==> config.mk <==
export PLATFORM = sky130hd
export DESIGN_NAME = mapper_ctrl
export DESIGN_NICKNAME = d
export VERILOG_FILES = /design/src/mapper_pkg.sv /design/src/mapper_ctrl.sv
export SDC_FILE = /design/constraint.sdc
export NUM_CORES = 1
export LEC_CHECK = 0
export BUFFER_PORTS_ARGS = -buffer_cell sky130_fd_sc_hd__buf_4
export CORE_MARGIN = 1.5
export CORE_UTILIZATION = 32
export DETAILED_ROUTE_END_ITERATION = 12
export PLACE_DENSITY_LB_ADDON = 0.05
export RECOVER_POWER = 25
export SLEW_MARGIN = 30
export SYNTH_ARGS = -nofsm -noshare
export SYNTH_HDL_FRONTEND = slang
export SYNTH_SLANG_ARGS = --single-unit
==> constraint.sdc <==
create_clock -name clk -period 2.2 [get_ports clk]
set_input_delay 0.33 -clock clk [delete_from_list [all_inputs] [get_ports clk]]
set_output_delay 0.33 -clock clk [all_outputs]
set_load 0.03 [all_outputs]
==> src/mapper_pkg.sv <==
/*
 * memory mapper shared definitions
 * bus, RAM request and RAM response layouts plus sizing constants
 */

package mapper_pkg;

	// --------------------------------------------------
	// sizing
	// --------------------------------------------------

	// offset bits inside one 16 KB page
	localparam int PAGE_BITS = 14;

	// segment bits that reach the RAM, higher bits wrap
	localparam int SEG_BITS = 5;

	// byte address width of the local RAM (512 KB)
	localparam int RAM_ADDR_BITS = SEG_BITS + PAGE_BITS;

	// I/O port of segment register 0, ports FC..FF map to 0..3
	localparam logic [7:0] SEG_PORT_BASE = 8'hFC;

	// cycles from a RAM read strobe to its rdata_en
	localparam int RAM_READ_LATENCY = 2;

	// --------------------------------------------------
	// types
	// --------------------------------------------------

	// page index, taken from bus address bits 15:14
	typedef logic [1:0] page_t;

	// one sample of the slot bus
	typedef struct packed {
		logic [15:0] address;
		logic [7:0]  wdata;
		logic        read;
		logic        write;
		logic        io;
		logic        memory;
	} bus_req_t;

	// request towards the RAM array
	typedef struct packed {
		logic                     rd;
		logic                     wr;
		logic [RAM_ADDR_BITS-1:0] address;
		logic [7:0]               wdata;
	} ram_req_t;

	// read return from the RAM array
	typedef struct packed {
		logic [7:0] rdata;
		logic       rdata_en;
	} ram_rsp_t;

endpackage

==> src/mapper_ctrl.sv <==
/*
 * mapper bus control
 * decodes slot bus cycles into segment register and RAM accesses,
 * tracks pending memory reads and returns read data to the bus
 */

`timescale 1ns/1ps

module mapper_ctrl (
	input  logic                                clk,
	input  logic                                n_reset,
	// slot bus
	input  mapper_pkg::bus_req_t                bus_req,
	// segment registers
	output logic                                seg_write,
	output mapper_pkg::page_t                   seg_page,
	output logic [7:0]                          seg_wdata,
	input  logic [7:0]                          seg_rdata,
	input  logic [mapper_pkg::RAM_ADDR_BITS-1:0] ram_address,
	// RAM array
	output mapper_pkg::ram_req_t                ram_req,
	input  mapper_pkg::ram_rsp_t                ram_rsp,
	// read return
	output logic                                bus_read_ready,
	output logic [7:0]                          bus_read_data
);

	// low address byte relative to segment port 0
	logic [7:0] port_offset;

	// I/O cycle lands on one of the four segment ports
	logic port_hit;

	// decoded strobes
	logic io_seg_read;
	logic mem_read;
	logic mem_write;

	// memory read waiting for the RAM
	logic rd_pending_q;

	// readback pair, valid one cycle after the I/O read
	logic       io_ready_q;
	logic [7:0] io_data_q;

	// RAM data accepted for the bus
	logic mem_ready;

	// --------------------------------------------------
	// cycle decode
	// --------------------------------------------------

	// offset wraps on 8 bits, so any port below the base misses too
	assign port_offset = bus_req.address[7:0] - mapper_pkg::SEG_PORT_BASE;
	assign port_hit    = (port_offset[7:2] == 6'd0);

	assign io_seg_read = bus_req.io & bus_req.read & port_hit;
	assign mem_read    = bus_req.memory & bus_req.read;
	assign mem_write   = bus_req.memory & bus_req.write;

	// segment register access, other ports are ignored
	assign seg_write = bus_req.io & bus_req.write & port_hit;
	assign seg_page  = mapper_pkg::page_t'(port_offset[1:0]);
	assign seg_wdata = bus_req.wdata;

	// --------------------------------------------------
	// RAM request
	// --------------------------------------------------

	// memory cycles pass straight through with the translated address
	always_comb begin
		ram_req.rd      = mem_read;
		ram_req.wr      = mem_write;
		ram_req.address = ram_address;
		ram_req.wdata   = bus_req.wdata;
	end

	// --------------------------------------------------
	// pending memory read
	// --------------------------------------------------

	// set in the request cycle, cleared by the response strobe
	// the bus master waits, so only one read is ever owed to the bus
	always_ff @(posedge clk) begin
		if (!n_reset) begin
			rd_pending_q <= 1'b0;
		end else if (mem_read) begin
			rd_pending_q <= 1'b1;
		end else if (ram_rsp.rdata_en) begin
			rd_pending_q <= 1'b0;
		end
	end

	assign mem_ready = rd_pending_q & ram_rsp.rdata_en;

	// --------------------------------------------------
	// segment readback
	// --------------------------------------------------

	always_ff @(posedge clk) begin
		if (!n_reset) begin
			io_ready_q <= 1'b0;
		end else begin
			io_ready_q <= io_seg_read;
		end
	end

	// data is only looked at while io_ready_q is high
	always_ff @(posedge clk) begin
		if (io_seg_read) begin
			io_data_q <= seg_rdata;
		end
	end

	// --------------------------------------------------
	// bus return
	// --------------------------------------------------

	assign bus_read_ready = mem_ready | io_ready_q;

	// zero whenever ready is low
	always_comb begin
		if (mem_ready) begin
			bus_read_data = ram_rsp.rdata;
		end else if (io_ready_q) begin
			bus_read_data = io_data_q;
		end else begin
			bus_read_data = 8'h00;
		end
	end

endmodule

==> impl_metrics.tcl <==
set metrics [dict create \
    status "completed" \
    drtIter0Drc 0 \
    final_antenna_net_count 0 \
    yosys-top-cells-area "buf_4 (38%), edfxtp_1 (30%), nand3_1 (5.7%)" \
    dp_slack_ns 0.789 \
    post-cts-setup-buffer-count 0 \
    fin_nets 160 \
    period_needed_ns 1.62 \
    avgRoutedWirePerCell_um 13.0 \
    start_kind "register" \
    finalSetupViolations 0 \
    critPathArrivalTime_ns 1.29 \
    yosys.area.top_type "buf_4" \
    worst_slack_ns 0.580 \
    row_count 17 \
    cts_resized 0 \
    finClkSkew_ns 0 \
    critPathSlowestCell "dfxtp_1" \
    drc 0 \
    die_y_um 52.9 \
    timing.slew.headroom_pct 79.4 \
    vias_per_cell 4.40 \
    yosysWarnings 0 \
    synth_adder_area_share_pct 0 \
    cts_hold_buf 0 \
    dieArea_sq_um 2800 \
    place_congestion 0.666 \
    gr-total-overflow 0 \
    cts_buffers 3 \
    cts_num_sinks 10 \
    worstPathRequired_ns 1.87 \
    synth_top_family_by_area "buffers and inverters" \
    peakVddDrop_v 0.000439 \
    area_delta_synth_final_pct 5.34 \
    hold_path.class "in -> reg" \
    fin_crit_sh_pct 73.6 \
    netlist_area_sq_um 797 \
    routed_wl_mm 1.57 \
    syn_avg_cell_area_sq_um 8.76 \
    crit_family "flip-flops" \
    power_density_nw_per_um2 477 \
    power_uw 400 \
    cts_tree "done" \
    clockBufferDepth 2 \
    synthMuxAreaShare_pct 0 \
    io_pins 115 \
    h-tree-depth 1 \
    dr.pass1.iters 1 \
    timing_worst_setup_path_type "reg -> out" \
    fillers 222 \
    dr_total_vias 533 \
    antenna_cells 0 \
    grt_max_degree 11 \
    die_width_um 52.9 \
    track_usage_pct 12.0 \
    path_cells "and2_4 -> o21ai_0 -> buf_4" \
    core_sq_um 2280 \
    grt_pass1_wl_mm 2.39 \
    antenna_found_initial 0 \
    cts.clk_slew.worst_paths_ns 0.06 \
    crit_path_max_fanout 10 \
    final_cells 121 \
    drv_cap 0 \
    initial_core_util_pct 35.0 \
    end_kind "output pin" \
    io_buffers 40 \
    clock_latency_ns 0.25 \
    p_leak_uw 0.000362 \
    synth_seq_cells 10 \
    cpPeakStageDelay_ns 0.50 \
    synth_compound_area_share_pct 5.97 \
    slew_violations 0 \
    tightest_slew_ns 0.309 \
    first_global_vias 550 \
    yosys.cell_types.count 18 \
    finalHoldViolations 0 \
    cts-root-buf "clkbuf_4" \
    fmax_mhz 617 \
    rsz0062_at_grt "no" \
    drive_gt1_share_pct 48.4 \
    synthSimpleGateAreaFrac_pct 17.0 \
    finalSetupTns_ns 0 \
    dp_cells 117 \
    syn_nets 157 \
    critPathBufInv 1 \
    synthCells 91 \
    synth_top_area_share_pct 37.7 \
    synth.yosys.seq_area_share_pct 35.2 \
    synth-xor-area-share_pct 0 \
]
## report_power, final
group / internal [uW] / switching, uW / leakage [uW]
Combinational: 42.8 / 29.4 / 0.000258
Sequential: 205 / 2.65 / 0.0000882
Clock: 65.1 / 54.7 / 0.0000154
## worst register-to-register path, cell delays in order (launching register included)
cell,delay [ns]
dfxtp_1,0.50
nor2b_1,0.18
o21a_1,0.11
## flip-flops by register name, summed over array words and instances, names as in the netlist
name / flops
io_data_q: 8
io_ready_q: 1
rd_pending_q: 1
## stage by stage
| step | util [%] | hold slack [ns] | instance area, sq um |
|---|---|---|---|
| global route | 36.9 | 0.245 | 840 |
| finish | 36.9 | 0.268 | 840 |
| CTS | 36.9 | 0.234 | 840 |
| floorplan | - | 0.429 | 797 |
| detailed placement | 35.7 | 0.509 | 813 |
| global placement | 35.7 | 0.508 | 813 |
## cells in the mapped netlist
cell	instances
buf_6	2
and2_1	2
or2_1	1
nand2_1	8
buf_1	1
o21ai_1	1
o21a_1	1
edfxtp_1	8
dfxtp_1	2
and2_4	1
inv_1	2
nor3_1	2
nor2b_1	1
buf_4	40
o21ai_0	7
nand3_1	9
nor2_1	1
nand4_1	2
## metal layers
layer / vias to the layer above / part of all wire [%] / GRT usage, %
met4: 0 / 2.2 / 4.70
met5: - / 0 / 0
li1: 265 / - / -
met3: 10 / 9.9 / 6.21
met2: 31 / 56 / 22.9
met1: 227 / 31 / 10.4
## area by class of cell
type / count / area, sq um / share of cell area, %
clock inverters: 1 / 3.75 / 0.447
well taps: 28 / 35.0 / 4.17
clock buffers: 3 / 22.5 / 2.68
flip-flops and latches: 10 / 280 / 33.4
repair buffers: 41 / 308 / 36.7
inverters: 2 / 7.51 / 0.894
multi-input cells: 36 / 183 / 21.8
## cell families after synthesis
family | Yosys count
buf+inv | 45
simple gates | 27
flops | 10
compound gates | 9
## path summary, 6_finish.rpt
path                start               end  slack [ns]  cells after the start
max reg2reg  rd_pending_q      rd_pending_q        1.37                      2
min          seg_rdata[3]      io_data_q[3]        0.27                      1
min reg2reg  rd_pending_q      rd_pending_q        0.77                      2
max          rd_pending_q  bus_read_data[2]        0.58                      3
## placed cells by master (no fill, tap or decap)
master and n:
buf_4 32, clkbuf_4 12, nand3_1 9, nand2_1 8
edfxtp_1 8, o21ai_0 7, and2_1 2, nand4_1 2
inv_1 2, nor3_1 2, dfxtp_1 2, and2_4 1
o21ai_1 1, or2_1 1, nor2_1 1, nor2b_1 1
o21a_1 1, clkinv_1 1
(Power assumes the default switching activity.)
