File: src/mapper_pkg.sv
/*
 * memory mapper shared definitions
 * bus, RAM request and RAM response layouts plus sizing constants
 */

package mapper_pkg;

	// --------------------------------------------------
	// sizing
	// --------------------------------------------------

	// offset bits inside one 16 KB page
	localparam int PAGE_BITS = 14;

	// segment bits that reach the RAM, higher bits wrap
	localparam int SEG_BITS = 5;

	// byte address width of the local RAM (512 KB)
	localparam int RAM_ADDR_BITS = SEG_BITS + PAGE_BITS;

	// I/O port of segment register 0, ports FC..FF map to 0..3
	localparam logic [7:0] SEG_PORT_BASE = 8'hFC;

	// cycles from a RAM read strobe to its rdata_en
	localparam int RAM_READ_LATENCY = 2;

	// --------------------------------------------------
	// types
	// --------------------------------------------------

	// page index, taken from bus address bits 15:14
	typedef logic [1:0] page_t;

	// one sample of the slot bus
	typedef struct packed {
		logic [15:0] address;
		logic [7:0]  wdata;
		logic        read;
		logic        write;
		logic        io;
		logic        memory;
	} bus_req_t;

	// request towards the RAM array
	typedef struct packed {
		logic                     rd;
		logic                     wr;
		logic [RAM_ADDR_BITS-1:0] address;
		logic [7:0]               wdata;
	} ram_req_t;

	// read return from the RAM array
	typedef struct packed {
		logic [7:0] rdata;
		logic       rdata_en;
	} ram_rsp_t;

endpackage

File: src/mapper_segments.sv
/*
 * mapper segment registers
 * four 8-bit page registers with I/O write and readback,
 * and translation of the CPU address into a RAM byte address
 */

`timescale 1ns/1ps

module mapper_segments (
	input  logic                                clk,
	input  logic                                n_reset,
	// I/O side
	input  logic                                seg_write,
	input  mapper_pkg::page_t                   seg_page,
	input  logic [7:0]                          seg_wdata,
	output logic [7:0]                          seg_rdata,
	// memory side
	input  logic [15:0]                         bus_address,
	output logic [mapper_pkg::RAM_ADDR_BITS-1:0] ram_address
);

	// one byte per page, index is the page number
	logic [3:0][7:0] seg_q;

	// page hit by the current memory cycle
	mapper_pkg::page_t bus_page;

	// segment byte selected for that page
	logic [7:0] bus_seg;

	// --------------------------------------------------
	// register file
	// --------------------------------------------------

	// full 8 bits are kept even though only the low bits reach the RAM
	always_ff @(posedge clk) begin
		if (!n_reset) begin
			seg_q <= '0;
		end else if (seg_write) begin
			seg_q[seg_page] <= seg_wdata;
		end
	end

	// readback of the register addressed by the I/O port
	assign seg_rdata = seg_q[seg_page];

	// --------------------------------------------------
	// address translation
	// --------------------------------------------------

	// top two CPU address bits pick the page
	assign bus_page = mapper_pkg::page_t'(bus_address[15:14]);

	always_comb begin
		bus_seg = seg_q[bus_page];
	end

	// segment number modulo 2**SEG_BITS, followed by the page offset
	// a write in the previous cycle is already visible here
	assign ram_address = {
		bus_seg[mapper_pkg::SEG_BITS-1:0],
		bus_address[mapper_pkg::PAGE_BITS-1:0]
	};

endmodule

File: config.mk
export PLATFORM = sky130hd
export DESIGN_NAME = mapper_segments
export DESIGN_NICKNAME = d
export VERILOG_FILES = /design/src/mapper_pkg.sv /design/src/mapper_segments.sv
export SDC_FILE = /design/constraint.sdc
export NUM_CORES = 1
export LEC_CHECK = 0
export BUFFER_PORTS_ARGS = -buffer_cell sky130_fd_sc_hd__buf_2
export CAP_MARGIN = 20
export CORE_MARGIN = 2
export CORE_UTILIZATION = 55
export CTS_BUF_LIST = sky130_fd_sc_hd__clkbuf_4 sky130_fd_sc_hd__clkbuf_8
export DETAILED_ROUTE_END_ITERATION = 10
export GPL_TIMING_DRIVEN = 0
export PLACE_DENSITY = 0.87
export SKIP_LAST_GASP = 1
export SLEW_MARGIN = 5
export SYNTH_ARGS = -nofsm -noshare
export SYNTH_HDL_FRONTEND = slang
export SYNTH_SLANG_ARGS = --single-unit
File: constraint.sdc
create_clock -name clk -period 1.9 [get_ports clk]
set_input_delay 0.285 -clock clk [delete_from_list [all_inputs] [get_ports clk]]
set_output_delay 0.285 -clock clk [all_outputs]
set_load 0.005 [all_outputs]
==> summary.txt, run 1 <==
STA
  • Post-route clock period utilization: 0.829
  • RSZ-0062 raised after global routing: no
  • Final TNS setup: 0 ns
  • Slew Limit Headroom: 0.654
  • Fin crit period: 1.58 ns
  • Pin slew with the least headroom to its limit: around 0.52 ns
  • Number of slew-limit violations in the final report: 0
  • Max frequency: about 630 MHz
  • Minimum hold slack: roughly 0.26 ns
  • Clk_skew: 0 ns
  • Setup slack after layout: between 0.3 and 0.4 ns
  • Final setup violating endpoints: 0
  • Final hold violation count: 0

Route
  • Detail Route Antenna Nets: 0
  • Vias per cell: approximately 5.6
  • Via count of the routed design: approximately 1200
  • DRC violations left: 0
  • Number of iterations in the first detailed-routing pass: 4
  • Detailed Route Iter0 Violations: 42
  • Wire length per cell after detailed routing: between 15 and 20 um
  • Final wirelength: between 3 and 4 mm

Layout
  • Post-route design area: around 1900 um2
  • Count of filler cells inserted in the layout: between 200 and 250
  • Most frequent standard cell in the layout excluding fill and tap cells: buf_2
  • Commonest cells after routing, fill and taps aside: 41 x buf_2, 40 x nand2_1, 32 x mux2i_1, 32 x dfxtp_1, 17 x buf_4
  • Layout-stage area growth over the synthesis result: 18.7%
  • Share of final-layout standard cells stronger than drive strength 1: 0.419
  • Post-layout instance count excluding filler cells: around 220
  • Final-stage net count: 220
  • Largest register FFs: 32
  • Diode insertion count for antenna repair: 0
  • Largest registers in the final layout: seg_q: 32 flops
  • Final core area utilization: 0.689
  • Top reg by flops: seg_q

Critical path
  • Critical path startpoint category: input port
  • Worst EP required: 1.62 ns
  • Setup CP Type: input port to output port
  • CP arrival: roughly 1.3 ns
  • Kind of end point of the critical path: output port
  • Crit Path Max Fanout: 10

Placement
  • Instance count after placement with tap cells included: approximately 220
  • DP Worst Slack: 0.317 ns
  • Half-perimeter wire length of the detailed placement result: roughly 2.6 mm
  • Number of buffers added on ports: 39
  • Final weighted congestion in routability-driven placement: 0.670
  • Area of placed instances: about 1800 um2

Pwr
  • Maximum VDD drop: approximately 0.53 mV
  • Total power draw: roughly 1.3 mW
  • Pwr per Cell Area: 706 nW/um2
  • Static leakage: between 0.9 and 1 nW

Yosys
  • Cell Area, Synth: about 1600 um2
  • Synth unique cells: 11
  • Post-synthesis sequential element count: 32
  • Seq/Total Area, Yosys: 0.400
  • Syn_area_per_cell: 11.0 um2
  • Cells after synthesis: about 150
  • Synth Net Count: 174
  • Yosys warns: 0

GRT
  • Remaining Overflow, GRT: 0
  • Vias in the first global route: approximately 1200
  • Number of antenna violations at the first check in global routing: 0
  • Largest net degree at the start of global routing: 11
  • Global-route wire length before repair: about 5.7 mm
  • Aggregate global-route resource usage: 0.234

Run
  • Max_cap viols: 0

CTS
  • Number of gates resized after CTS: 0
  • Clock latency at the later pin of the worst-skew pair: 0.34 ns
  • Clock Root Buffer: clkbuf_4
  • Num Clock Sinks: 32
  • Clock slew at reported path FFs: 0.09 ns
  • Hold buffer count at cts: 0
  • Setup Fix Bufs, Post-CTS: 0
  • Number of buffers inserted during clock tree synthesis: 5
  • CTS tree: done
  • Clk buf depth: 2
  • Level count of the clock H-tree: 2

Die
  • Std cell rows: 19
  • Die area: 3360 um2
  • Chip height: a little under 60 um
  • Number of placed I/O pins: between 50 and 60
  • Core outline area: 2760 um2
  • Horizontal die dimension: ~58 um
  • Initial Utilization: 0.581

Outcome
  • Run status: completed

Hold path
  • Worst Hold Class: input port to register
[Yosys cell counts]
| cell type | instances | share of area |
|---|---|---|
| nand2_1 | 40 | 0.094 |
| dfxtp_1 | 32 | 0.40 |
| mux2i_1 | 32 | 0.20 |
| buf_4 | 17 | 0.080 |
| mux4_2 | 13 | 0.18 |
| clkbuf_1 | 4 | 0.0094 |
| buf_2 | 2 | 0.0063 |
| nand3b_1 | 2 | 0.0094 |
| buf_6 | 1 | 0.0070 |
| nand3_2 | 1 | 0.0063 |
| or3b_1 | 1 | 0.0055 |
[layer usage]
metal	up-vias	track usage	share of wire
li1	580	-	-
met1	596	0.273	0.39
met2	54	0.406	0.53
met3	4	0.0781	0.075
met4	0	0.0731	0.0081
met5	-	0	0
[worst max-delay path, stage by stage]
cell and delay, ns:
buf_2 0.11, buf_4 0.22, mux4_2 0.53, buf_2 0.14
[power breakdown]
group / internal (mW) / switching [mW]
sequential: 0.694 / 0.0150
clock: 0.210 / 0.233
combinational: 0.102 / 0.0881
[logic make-up after synthesis]
| family | Yosys count | synth area share |
|---|---|---|
| DFF | 32 | 0.400 |
| buffers and inverters | 24 | 0.102 |
| muxes | 45 | 0.383 |
| and+or+nand+nor | 44 | 0.115 |
[final timing paths]
kind / startpoint / endpoint / cells past startpoint / slack [ns]
worst min register to register: seg_q[13]$_SDFFE_PN0P_ / seg_q[13]$_SDFFE_PN0P_ / 2 / 0.47
worst max-delay path: seg_page[1] / seg_rdata[6] / 4 / 0.32
worst min-delay path: seg_wdata[7] / seg_q[15]$_SDFFE_PN0P_ / 3 / 0.26
worst max register to register: seg_q[11]$_SDFFE_PN0P_ / seg_q[11]$_SDFFE_PN0P_ / 2 / 1.21
[cell type report]
| cell class | count | area [um2] | share of cell area |
|---|---|---|---|
| Tap cell | 31 | 38.8 | 0.0204 |
| Clock buffer | 7 | 65.1 | 0.0342 |
| Timing Repair Buffer | 39 | 195 | 0.103 |
| Sequential cell | 32 | 641 | 0.337 |
| Multi-Input combinational cell | 89 | 797 | 0.419 |
| Buffer | 24 | 164 | 0.0862 |
No activity file was read; power rests on OpenSTA's default activity.
==> run 2, diff against run 1 <==
--- a/config.mk
+++ b/config.mk
@@ -5,14 +5,15 @@
 export SDC_FILE = /design/constraint.sdc
 export NUM_CORES = 1
 export LEC_CHECK = 0
+export ABC_AREA = 1
 export BUFFER_PORTS_ARGS = -buffer_cell sky130_fd_sc_hd__buf_2
 export CAP_MARGIN = 20
 export CORE_MARGIN = 2
-export CORE_UTILIZATION = 55
+export CORE_UTILIZATION = 53
 export CTS_BUF_LIST = sky130_fd_sc_hd__clkbuf_4 sky130_fd_sc_hd__clkbuf_8
 export DETAILED_ROUTE_END_ITERATION = 10
 export GPL_TIMING_DRIVEN = 0
-export PLACE_DENSITY = 0.87
+export PLACE_DENSITY = 0.81
 export SKIP_LAST_GASP = 1
 export SLEW_MARGIN = 5
 export SYNTH_ARGS = -nofsm -noshare
==> constraint.sdc (replaced) <==
create_clock -name clk -period 1.65 [get_ports clk]
set_input_delay 0.2475 -clock clk [delete_from_list [all_inputs] [get_ports clk]]
set_output_delay 0.2475 -clock clk [all_outputs]
set_load 0.005 [all_outputs]
==> summary.txt, run 2 <==
GRT
  • Vias in the first global route: 1631 (+35%)
  • Remaining Overflow, GRT: 0 (unchanged)
  • Aggregate global-route resource usage: 0.232 (-0.00188)
  • Largest net degree at the start of global routing: 11 (unchanged)
  • Number of antenna violations at the first check in global routing: 0 (unchanged)
  • Global-route wire length before repair: 7.38 mm (+30%)

CTS
  • CTS tree: done
  • Clock slew at reported path FFs: 0.10 ns (about the same)
  • Level count of the clock H-tree: 2 (unchanged)
  • Clock latency at the later pin of the worst-skew pair: 0.34 ns (about the same)
  • Number of gates resized after CTS: 0 (unchanged)
  • Clock Root Buffer: clkbuf_4
  • Num Clock Sinks: 32 (unchanged)
  • Number of buffers inserted during clock tree synthesis: 5 (unchanged)
  • Hold buffer count at cts: 0 (unchanged)
  • Setup Fix Bufs, Post-CTS: 0 (unchanged)
  • Clk buf depth: 2 (unchanged)

STA
  • Final TNS setup: 0 ns (unchanged)
  • Clk_skew: 0 ns (unchanged)
  • Pin slew with the least headroom to its limit: 0.442 ns (-0.0760 ns)
  • Post-route clock period utilization: 0.845
  • Minimum hold slack: 0.171 ns (-0.0919 ns)
  • Final hold violation count: 0 (unchanged)
  • Slew Limit Headroom: 0.705 (+0.0506)
  • Fin crit period: around 1.4 ns
  • RSZ-0062 raised after global routing: no
  • Max frequency: around 700 MHz
  • Final setup violating endpoints: 0 (unchanged)
  • Number of slew-limit violations in the final report: 0 (unchanged)

Die
  • Horizontal die dimension: 64.2 um (+11%)
  • Chip height: 64.2 um (+11%)
  • Std cell rows: 21 (+2)
  • Initial Utilization: 0.562 (-0.0192)
  • Core outline area: 3420 um2 (+24%)
  • Number of placed I/O pins: 56 (unchanged)
  • Die area: 4120 um2 (+23%)

Critical path
  • End of the worst register-to-register path: seg_q[9]$_SDFFE_PN0P_
  • Crit Path Max Fanout: 10 (unchanged)
  • CP arrival: 1.15 ns (-0.14 ns)
  • Setup CP Type: input port to output port
  • Critical path startpoint category: input port
  • R2r startpoint: seg_q[9]$_SDFFE_PN0P_
  • Worst EP required: 1.40 ns (-0.22 ns)
  • Number of cells traversed by the worst register-to-register path: 4 (+2)
  • Register-to-register path setup slack: 0.97 ns (-0.24 ns)
  • Kind of end point of the critical path: output port

Yosys
  • Seq/Total Area, Yosys: 0.334 (-0.0660)
  • Post-synthesis sequential element count: 32 (unchanged)
  • Post-synthesis async set-or-reset flop share: 0 (unchanged)
  • Synth unique cells: 17 (+6)
  • Ranking of synthesized cells by instance count: 73 x nand2_1, 56 x nor2_1, 33 x inv_1, 32 x dfxtp_1, 32 x nand3_1
  • Cell Area, Synth: 1920 um2 (+20%)
  • Main flop type after synthesis: dfxtp_1
  • Number of enable-type register cells in the synthesized netlist: 0 (unchanged)
  • Most common cell in the netlist: nand2_1
  • Share of Yosys cell area claimed by the top area cell type: 0.334 (-0.0660)
  • Synth Net Count: 323 (+86%)
  • Synth area leaders: dfxtp_1 33%, nand2_1 14%, nor2_1 11%, nand3_1 8.3%, inv_1 6.5%
  • Cells after synthesis: 294 (+100%)
  • Yosys warns: 0 (unchanged)
  • Syn_area_per_cell: 6.52 um2 (-41%)
  • Post-synth top area cell: dfxtp_1

Layout
  • Most frequent standard cell in the layout excluding fill and tap cells: nand2_1
  • Commonest cells after routing, fill and taps aside: 73 x nand2_1, 56 x nor2_1, 43 x buf_2
  • Register area: 641 um2 (unchanged)
  • Share of final-layout standard cells stronger than drive strength 1: 0.252 (-0.167)
  • Count of filler cells inserted in the layout: 344 (+54%)
  • Final core area utilization: 0.653 (-0.0357)
  • Layout-stage area growth over the synthesis result: 16.4%
  • Largest registers in the final layout: seg_q: 32 flops
  • Post-route design area: 2230 um2 (+17%)
  • Diode insertion count for antenna repair: 0 (unchanged)
  • Largest register FFs: 32 (unchanged)
  • Top reg by flops: seg_q
  • Multi-input gate area: 920 um2 (+15%)
  • Final-stage net count: 369 (+68%)

Placement
  • Final weighted congestion in routability-driven placement: 0.911 (+36%)
  • Number of buffers added on ports: 39 (unchanged)
  • Half-perimeter wire length of the detailed placement result: 3.59 mm (+39%)
  • Area of placed instances: 2170 um2 (+18%)

Route
  • Detail Route Antenna Nets: 0 (unchanged)
  • Via count of the routed design: 1951 (+58%)
  • Detailed Route Iter0 Violations: 181 (+330%)
  • DRC violations left: 0 (unchanged)
  • Vias per cell: 5.04 (-9.3%)
  • Number of iterations in the first detailed-routing pass: 4 (unchanged)
  • Wire length per cell after detailed routing: 11.9 um (-26%)
  • Final wirelength: 4.62 mm (+29%)

Hold path
  • Hold worst-path end: seg_q[23]$_SDFFE_PN0P_
  • Worst Hold Class: input port to register
  • Hold_sp: n_reset
  • Number of instances on the worst hold path: 3 (unchanged)

Outcome
  • Run status: completed

Pwr
  • Pwr per Cell Area: 745 nW/um2 (+5.5%)
  • Maximum VDD drop: 0.589 mV (+11%)
  • Static leakage: 1.21 nW (+22%)

Run
  • Max_cap viols: 0 (unchanged)
## run 2: cell types whose count changed in the layout (fill, tap and decap cells not counted), sizes merged, moves of 10 or more
| cell | change |
|---|---|
| nor2 | +57 |
| nand2 | +39 |
| inv | +35 |
| nand3 | +34 |
| mux2i | -32 |
| mux4 | -13 |
| o211ai | +10 |
## run 2: cell type report
cell class                 instances  share of cell area
clock inverter                     2             0.00448
multi-input combinational        197               0.412
timing repair buffer              39              0.0874
clock buffer                       6              0.0230
sequential                        32               0.287
tap                               46              0.0258
inverter                          35              0.0589
buffer                            30               0.101
## run 2: critical path, stage by stage
cell and delay [ns]:
buf_2 0.12, buf_6 0.15, nor2_8 0.15, buf_4 0.19
nand2_1 0.07, nand4_1 0.09, buf_2 0.12
## run 2: report_power, final
part	internal (mW)	switching (mW)	leakage (nW)
combinational	0.146	0.196	0.911
clock	0.203	0.279	0.0380
sequential	0.813	0.0261	0.262
total	1.16	0.501	1.21
## run 2: kinds of logic (layout without fill, tap and decap cells)
group / after synthesis / after routing / share of synthesized area
simple gates: 179 / 179 / 0.419
buf+inv: 65 / 112 / 0.187
flops: 32 / 32 / 0.334
compound gates: 18 / 18 / 0.0600
## run 2: layer usage
layer | global-route usage | vias to the layer above | wire length (um)
li1 | - | 999 | -
met1 | 0.296 | 874 | 2060
met2 | 0.384 | 67 | 2150
met3 | 0.0493 | 11 | 307
met4 | 0.0851 | 0 | 103
met5 | 0 | - | 0
## run 2: worst max path at each step
stage	start	end	slack (ns)	depth (start not counted)
2_1_floorplan	seg_page[1]	seg_rdata[0]	0.62	5
3_3_place_gp	seg_page[1]	seg_rdata[7]	0.28	7
3_5_place_dp	seg_page[1]	seg_rdata[7]	0.28	7
4_1_cts	seg_q[8]$_SDFFE_PN0P_	ram_address[14]	0.26	5
5_1_grt	seg_q[8]$_SDFFE_PN0P_	ram_address[14]	0.18	5
6_report	seg_page[1]	seg_rdata[7]	0.26	7
## run 2: stage by stage
step           total power [mW]  setup slack (ns)  instances
2_1_floorplan              1.08             0.618        294
3_3_place_gp               1.19             0.279        379
3_5_place_dp               1.20             0.276        379
4_1_cts                    1.67             0.260        387
5_1_grt                    1.75             0.180        387
6_report                   1.66             0.256        387
==> run 3, diff against run 2 <==
--- a/config.mk
+++ b/config.mk
@@ -5,15 +5,15 @@
 export SDC_FILE = /design/constraint.sdc
 export NUM_CORES = 1
 export LEC_CHECK = 0
-export ABC_AREA = 1
+export ABC_AREA = 0
 export BUFFER_PORTS_ARGS = -buffer_cell sky130_fd_sc_hd__buf_2
 export CAP_MARGIN = 20
 export CORE_MARGIN = 2
-export CORE_UTILIZATION = 53
+export CORE_UTILIZATION = 46
 export CTS_BUF_LIST = sky130_fd_sc_hd__clkbuf_4 sky130_fd_sc_hd__clkbuf_8
 export DETAILED_ROUTE_END_ITERATION = 10
 export GPL_TIMING_DRIVEN = 0
-export PLACE_DENSITY = 0.81
+export PLACE_DENSITY = 0.77
 export SKIP_LAST_GASP = 1
 export SLEW_MARGIN = 5
 export SYNTH_ARGS = -nofsm -noshare
==> constraint.sdc (replaced) <==
create_clock -name clk -period 1.2 [get_ports clk]
set_input_delay 0.18 -clock clk [delete_from_list [all_inputs] [get_ports clk]]
set_output_delay 0.18 -clock clk [all_outputs]
set_load 0.005 [all_outputs]
==> summary.txt, run 3 (synthesis results as in run 1) <==
GRT
  • Aggregate global-route resource usage: 0.193 (-0.0390)
  • Global-route wire length before repair: 5.77 mm (-22%)
  • Number of antenna violations at the first check in global routing: 0 (unchanged)
  • Remaining Overflow, GRT: 0 (unchanged)
  • Largest net degree at the start of global routing: 11 (unchanged)
  • Vias in the first global route: 1214 (-26%)

CTS
  • Num Clock Sinks: 32 (unchanged)
  • Level count of the clock H-tree: 2 (unchanged)
  • Clk buf depth: 2 (unchanged)
  • Clock Root Buffer: clkbuf_4
  • Setup Fix Bufs, Post-CTS: 0 (unchanged)
  • Clock slew at reported path FFs: 0.09 ns (about the same)
  • Number of buffers inserted during clock tree synthesis: 5 (unchanged)
  • Hold buffer count at cts: 0 (unchanged)
  • Clock latency at the later pin of the worst-skew pair: 0.33 ns (about the same)
  • Number of gates resized after CTS: 6 (+6)
  • CTS tree: done

Layout
  • Count of filler cells inserted in the layout: 299 (-13%)
  • Largest register FFs: 32 (unchanged)
  • Top reg by flops: seg_q
  • Share of final-layout standard cells stronger than drive strength 1: 0.484 (+0.232)
  • Final-stage net count: 220 (-40%)
  • Register area: 656 um2 (+2.3%)
  • Layout-stage area growth over the synthesis result: 20.9%
  • Multi-input gate area: 797 um2 (-13%)
  • Most frequent standard cell in the layout excluding fill and tap cells: buf_2
  • Largest registers in the final layout: seg_q: 32 flops
  • Post-route design area: 1940 um2 (-13%)
  • Post-layout instance count excluding filler cells: 238 (-39%)
  • Diode insertion count for antenna repair: 0 (unchanged)
  • Commonest cells after routing, fill and taps aside: 41 x buf_2, 40 x nand2_1, 32 x mux2i_1
  • Final core area utilization: 0.580 (-0.0734)

Die
  • Number of placed I/O pins: 56 (unchanged)
  • Horizontal die dimension: 63.0 um (-1.8%)
  • Initial Utilization: 0.480 (-0.0816)
  • Chip height: 63.0 um (-1.8%)
  • Die area: 3970 um2 (-3.6%)
  • Core outline area: 3340 um2 (-2.3%)
  • Std cell rows: 21 (unchanged)

Critical path
  • Setup CP Type: register to output port
  • Kind of end point of the critical path: output port
  • Worst EP required: 1.02 ns (-0.38 ns)
  • Critical path startpoint category: register
  • Crit Path Max Fanout: 3 (-7)
  • CP arrival: 1.27 ns (+0.12 ns)

Placement
  • Final weighted congestion in routability-driven placement: 0.741 (-19%)
  • DP Worst Slack: -0.177 ns (-0.453 ns)
  • Instance count after placement with tap cells included: 230 (-39%)
  • Number of buffers added on ports: 39 (unchanged)
  • Area of placed instances: 1850 um2 (-15%)
  • Half-perimeter wire length of the detailed placement result: 2.51 mm (-30%)

Route
  • Number of iterations in the first detailed-routing pass: 5 (+1)
  • Via count of the routed design: 1225 (-37%)
  • Final wirelength: 3.55 mm (-23%)
  • Wire length per cell after detailed routing: 14.9 um (+25%)
  • Detail Route Antenna Nets: 0 (unchanged)
  • Detailed Route Iter0 Violations: 43 (-76%)
  • DRC violations left: 0 (unchanged)
  • Vias per cell: 5.15 (+2.1%)

STA
  • Final hold violation count: 0 (unchanged)
  • Slew Limit Headroom: 0.637 (-0.0682)
  • Pin slew with the least headroom to its limit: 0.545 ns (+0.102 ns)
  • Clk_skew: 0 ns (unchanged)
  • Post-route clock period utilization: 1.21
  • Fin crit period: roughly 1.4 ns
  • Final TNS setup: -2.98 ns (-2.98 ns)
  • Final setup violating endpoints: 13 (+13)
  • Number of slew-limit violations in the final report: 0 (unchanged)
  • Max frequency: 690 MHz
  • Setup slack after layout: -0.248 ns (-0.505 ns)
  • RSZ-0062 raised after global routing: yes

Pwr
  • Power share of the combinational group: 0.144 (-0.062)
  • Maximum VDD drop: 0.818 mV (+39%)
  • Switching share of power: 0.242 (-0.0590)
  • Internal power: 1.60 mW (+38%)
  • Power share of the sequential group: 0.533 (+0.028)
  • Static leakage: 0.999 nW (-18%)
  • Clock share of power: 0.323 (+0.033)
  • Switching power total: 0.511 mW (+2.0%)
  • Pwr per Cell Area: 1090 nW/um2 (+46%)

Hold path
  • Worst Hold Class: input port to register

Run
  • Max_cap viols: 0 (unchanged)

Outcome
  • Run status: finished, violations left
  • Violated checks: setup timing
==> run 3: routing by layer <==
layer / vias to the layer above / GRT usage / share of wire
met2: 53 / 0.316 / 0.49
met4: 0 / 0.0583 / 0.0023
met5: - / 0 / 0
met1: 589 / 0.243 / 0.44
met3: 2 / 0.0613 / 0.067
li1: 581 / - / -
==> run 3: power by group through the flow <==
| stage | logic, mW | registers, mW | clock network [mW] |
|---|---|---|---|
| after global routing | 0.329 | 1.13 | 0.741 |
| after detailed placement | 0.304 | 1.15 | 0 |
| final | 0.303 | 1.12 | 0.682 |
| after global placement | 0.296 | 1.14 | 0 |
| after CTS | 0.305 | 1.12 | 0.692 |
| after floorplan | 0.201 | 1.14 | 0 |
==> run 3: final timing paths <==
check / from / end / slack (ns) / cells after the start
max: seg_q[8]$_SDFFE_PN0P_ / ram_address[14] / -0.25 / 2
min: seg_wdata[1] / seg_q[1]$_SDFFE_PN0P_ / 0.17 / 3
max reg2reg: seg_q[9]$_SDFFE_PN0P_ / seg_q[9]$_SDFFE_PN0P_ / 0.54 / 2
min reg2reg: seg_q[22]$_SDFFE_PN0P_ / seg_q[22]$_SDFFE_PN0P_ / 0.47 / 2
==> run 3: final cells by class <==
cell class	count	share of cell area
Tap cell	46	0.0297
Multi-Input combinational cell	89	0.412
Clock buffer	8	0.0343
Buffer	24	0.0847
Timing Repair Buffer	39	0.101
Sequential cell	32	0.339
==> run 3: metrics by stage <==
step | hold slack (ns) | power (mW)
3_3_place_gp | 0.442 | 1.44
2_1_floorplan | 0.383 | 1.34
6_report | 0.168 | 2.11
5_1_grt | 0.172 | 2.20
4_1_cts | 0.159 | 2.12
3_5_place_dp | 0.457 | 1.45
==> run 3: critical path, stage by stage, from the launching register on <==
cell,delay (ns)
dfxtp_1,0.33
mux4_2,0.47
buf_2,0.14
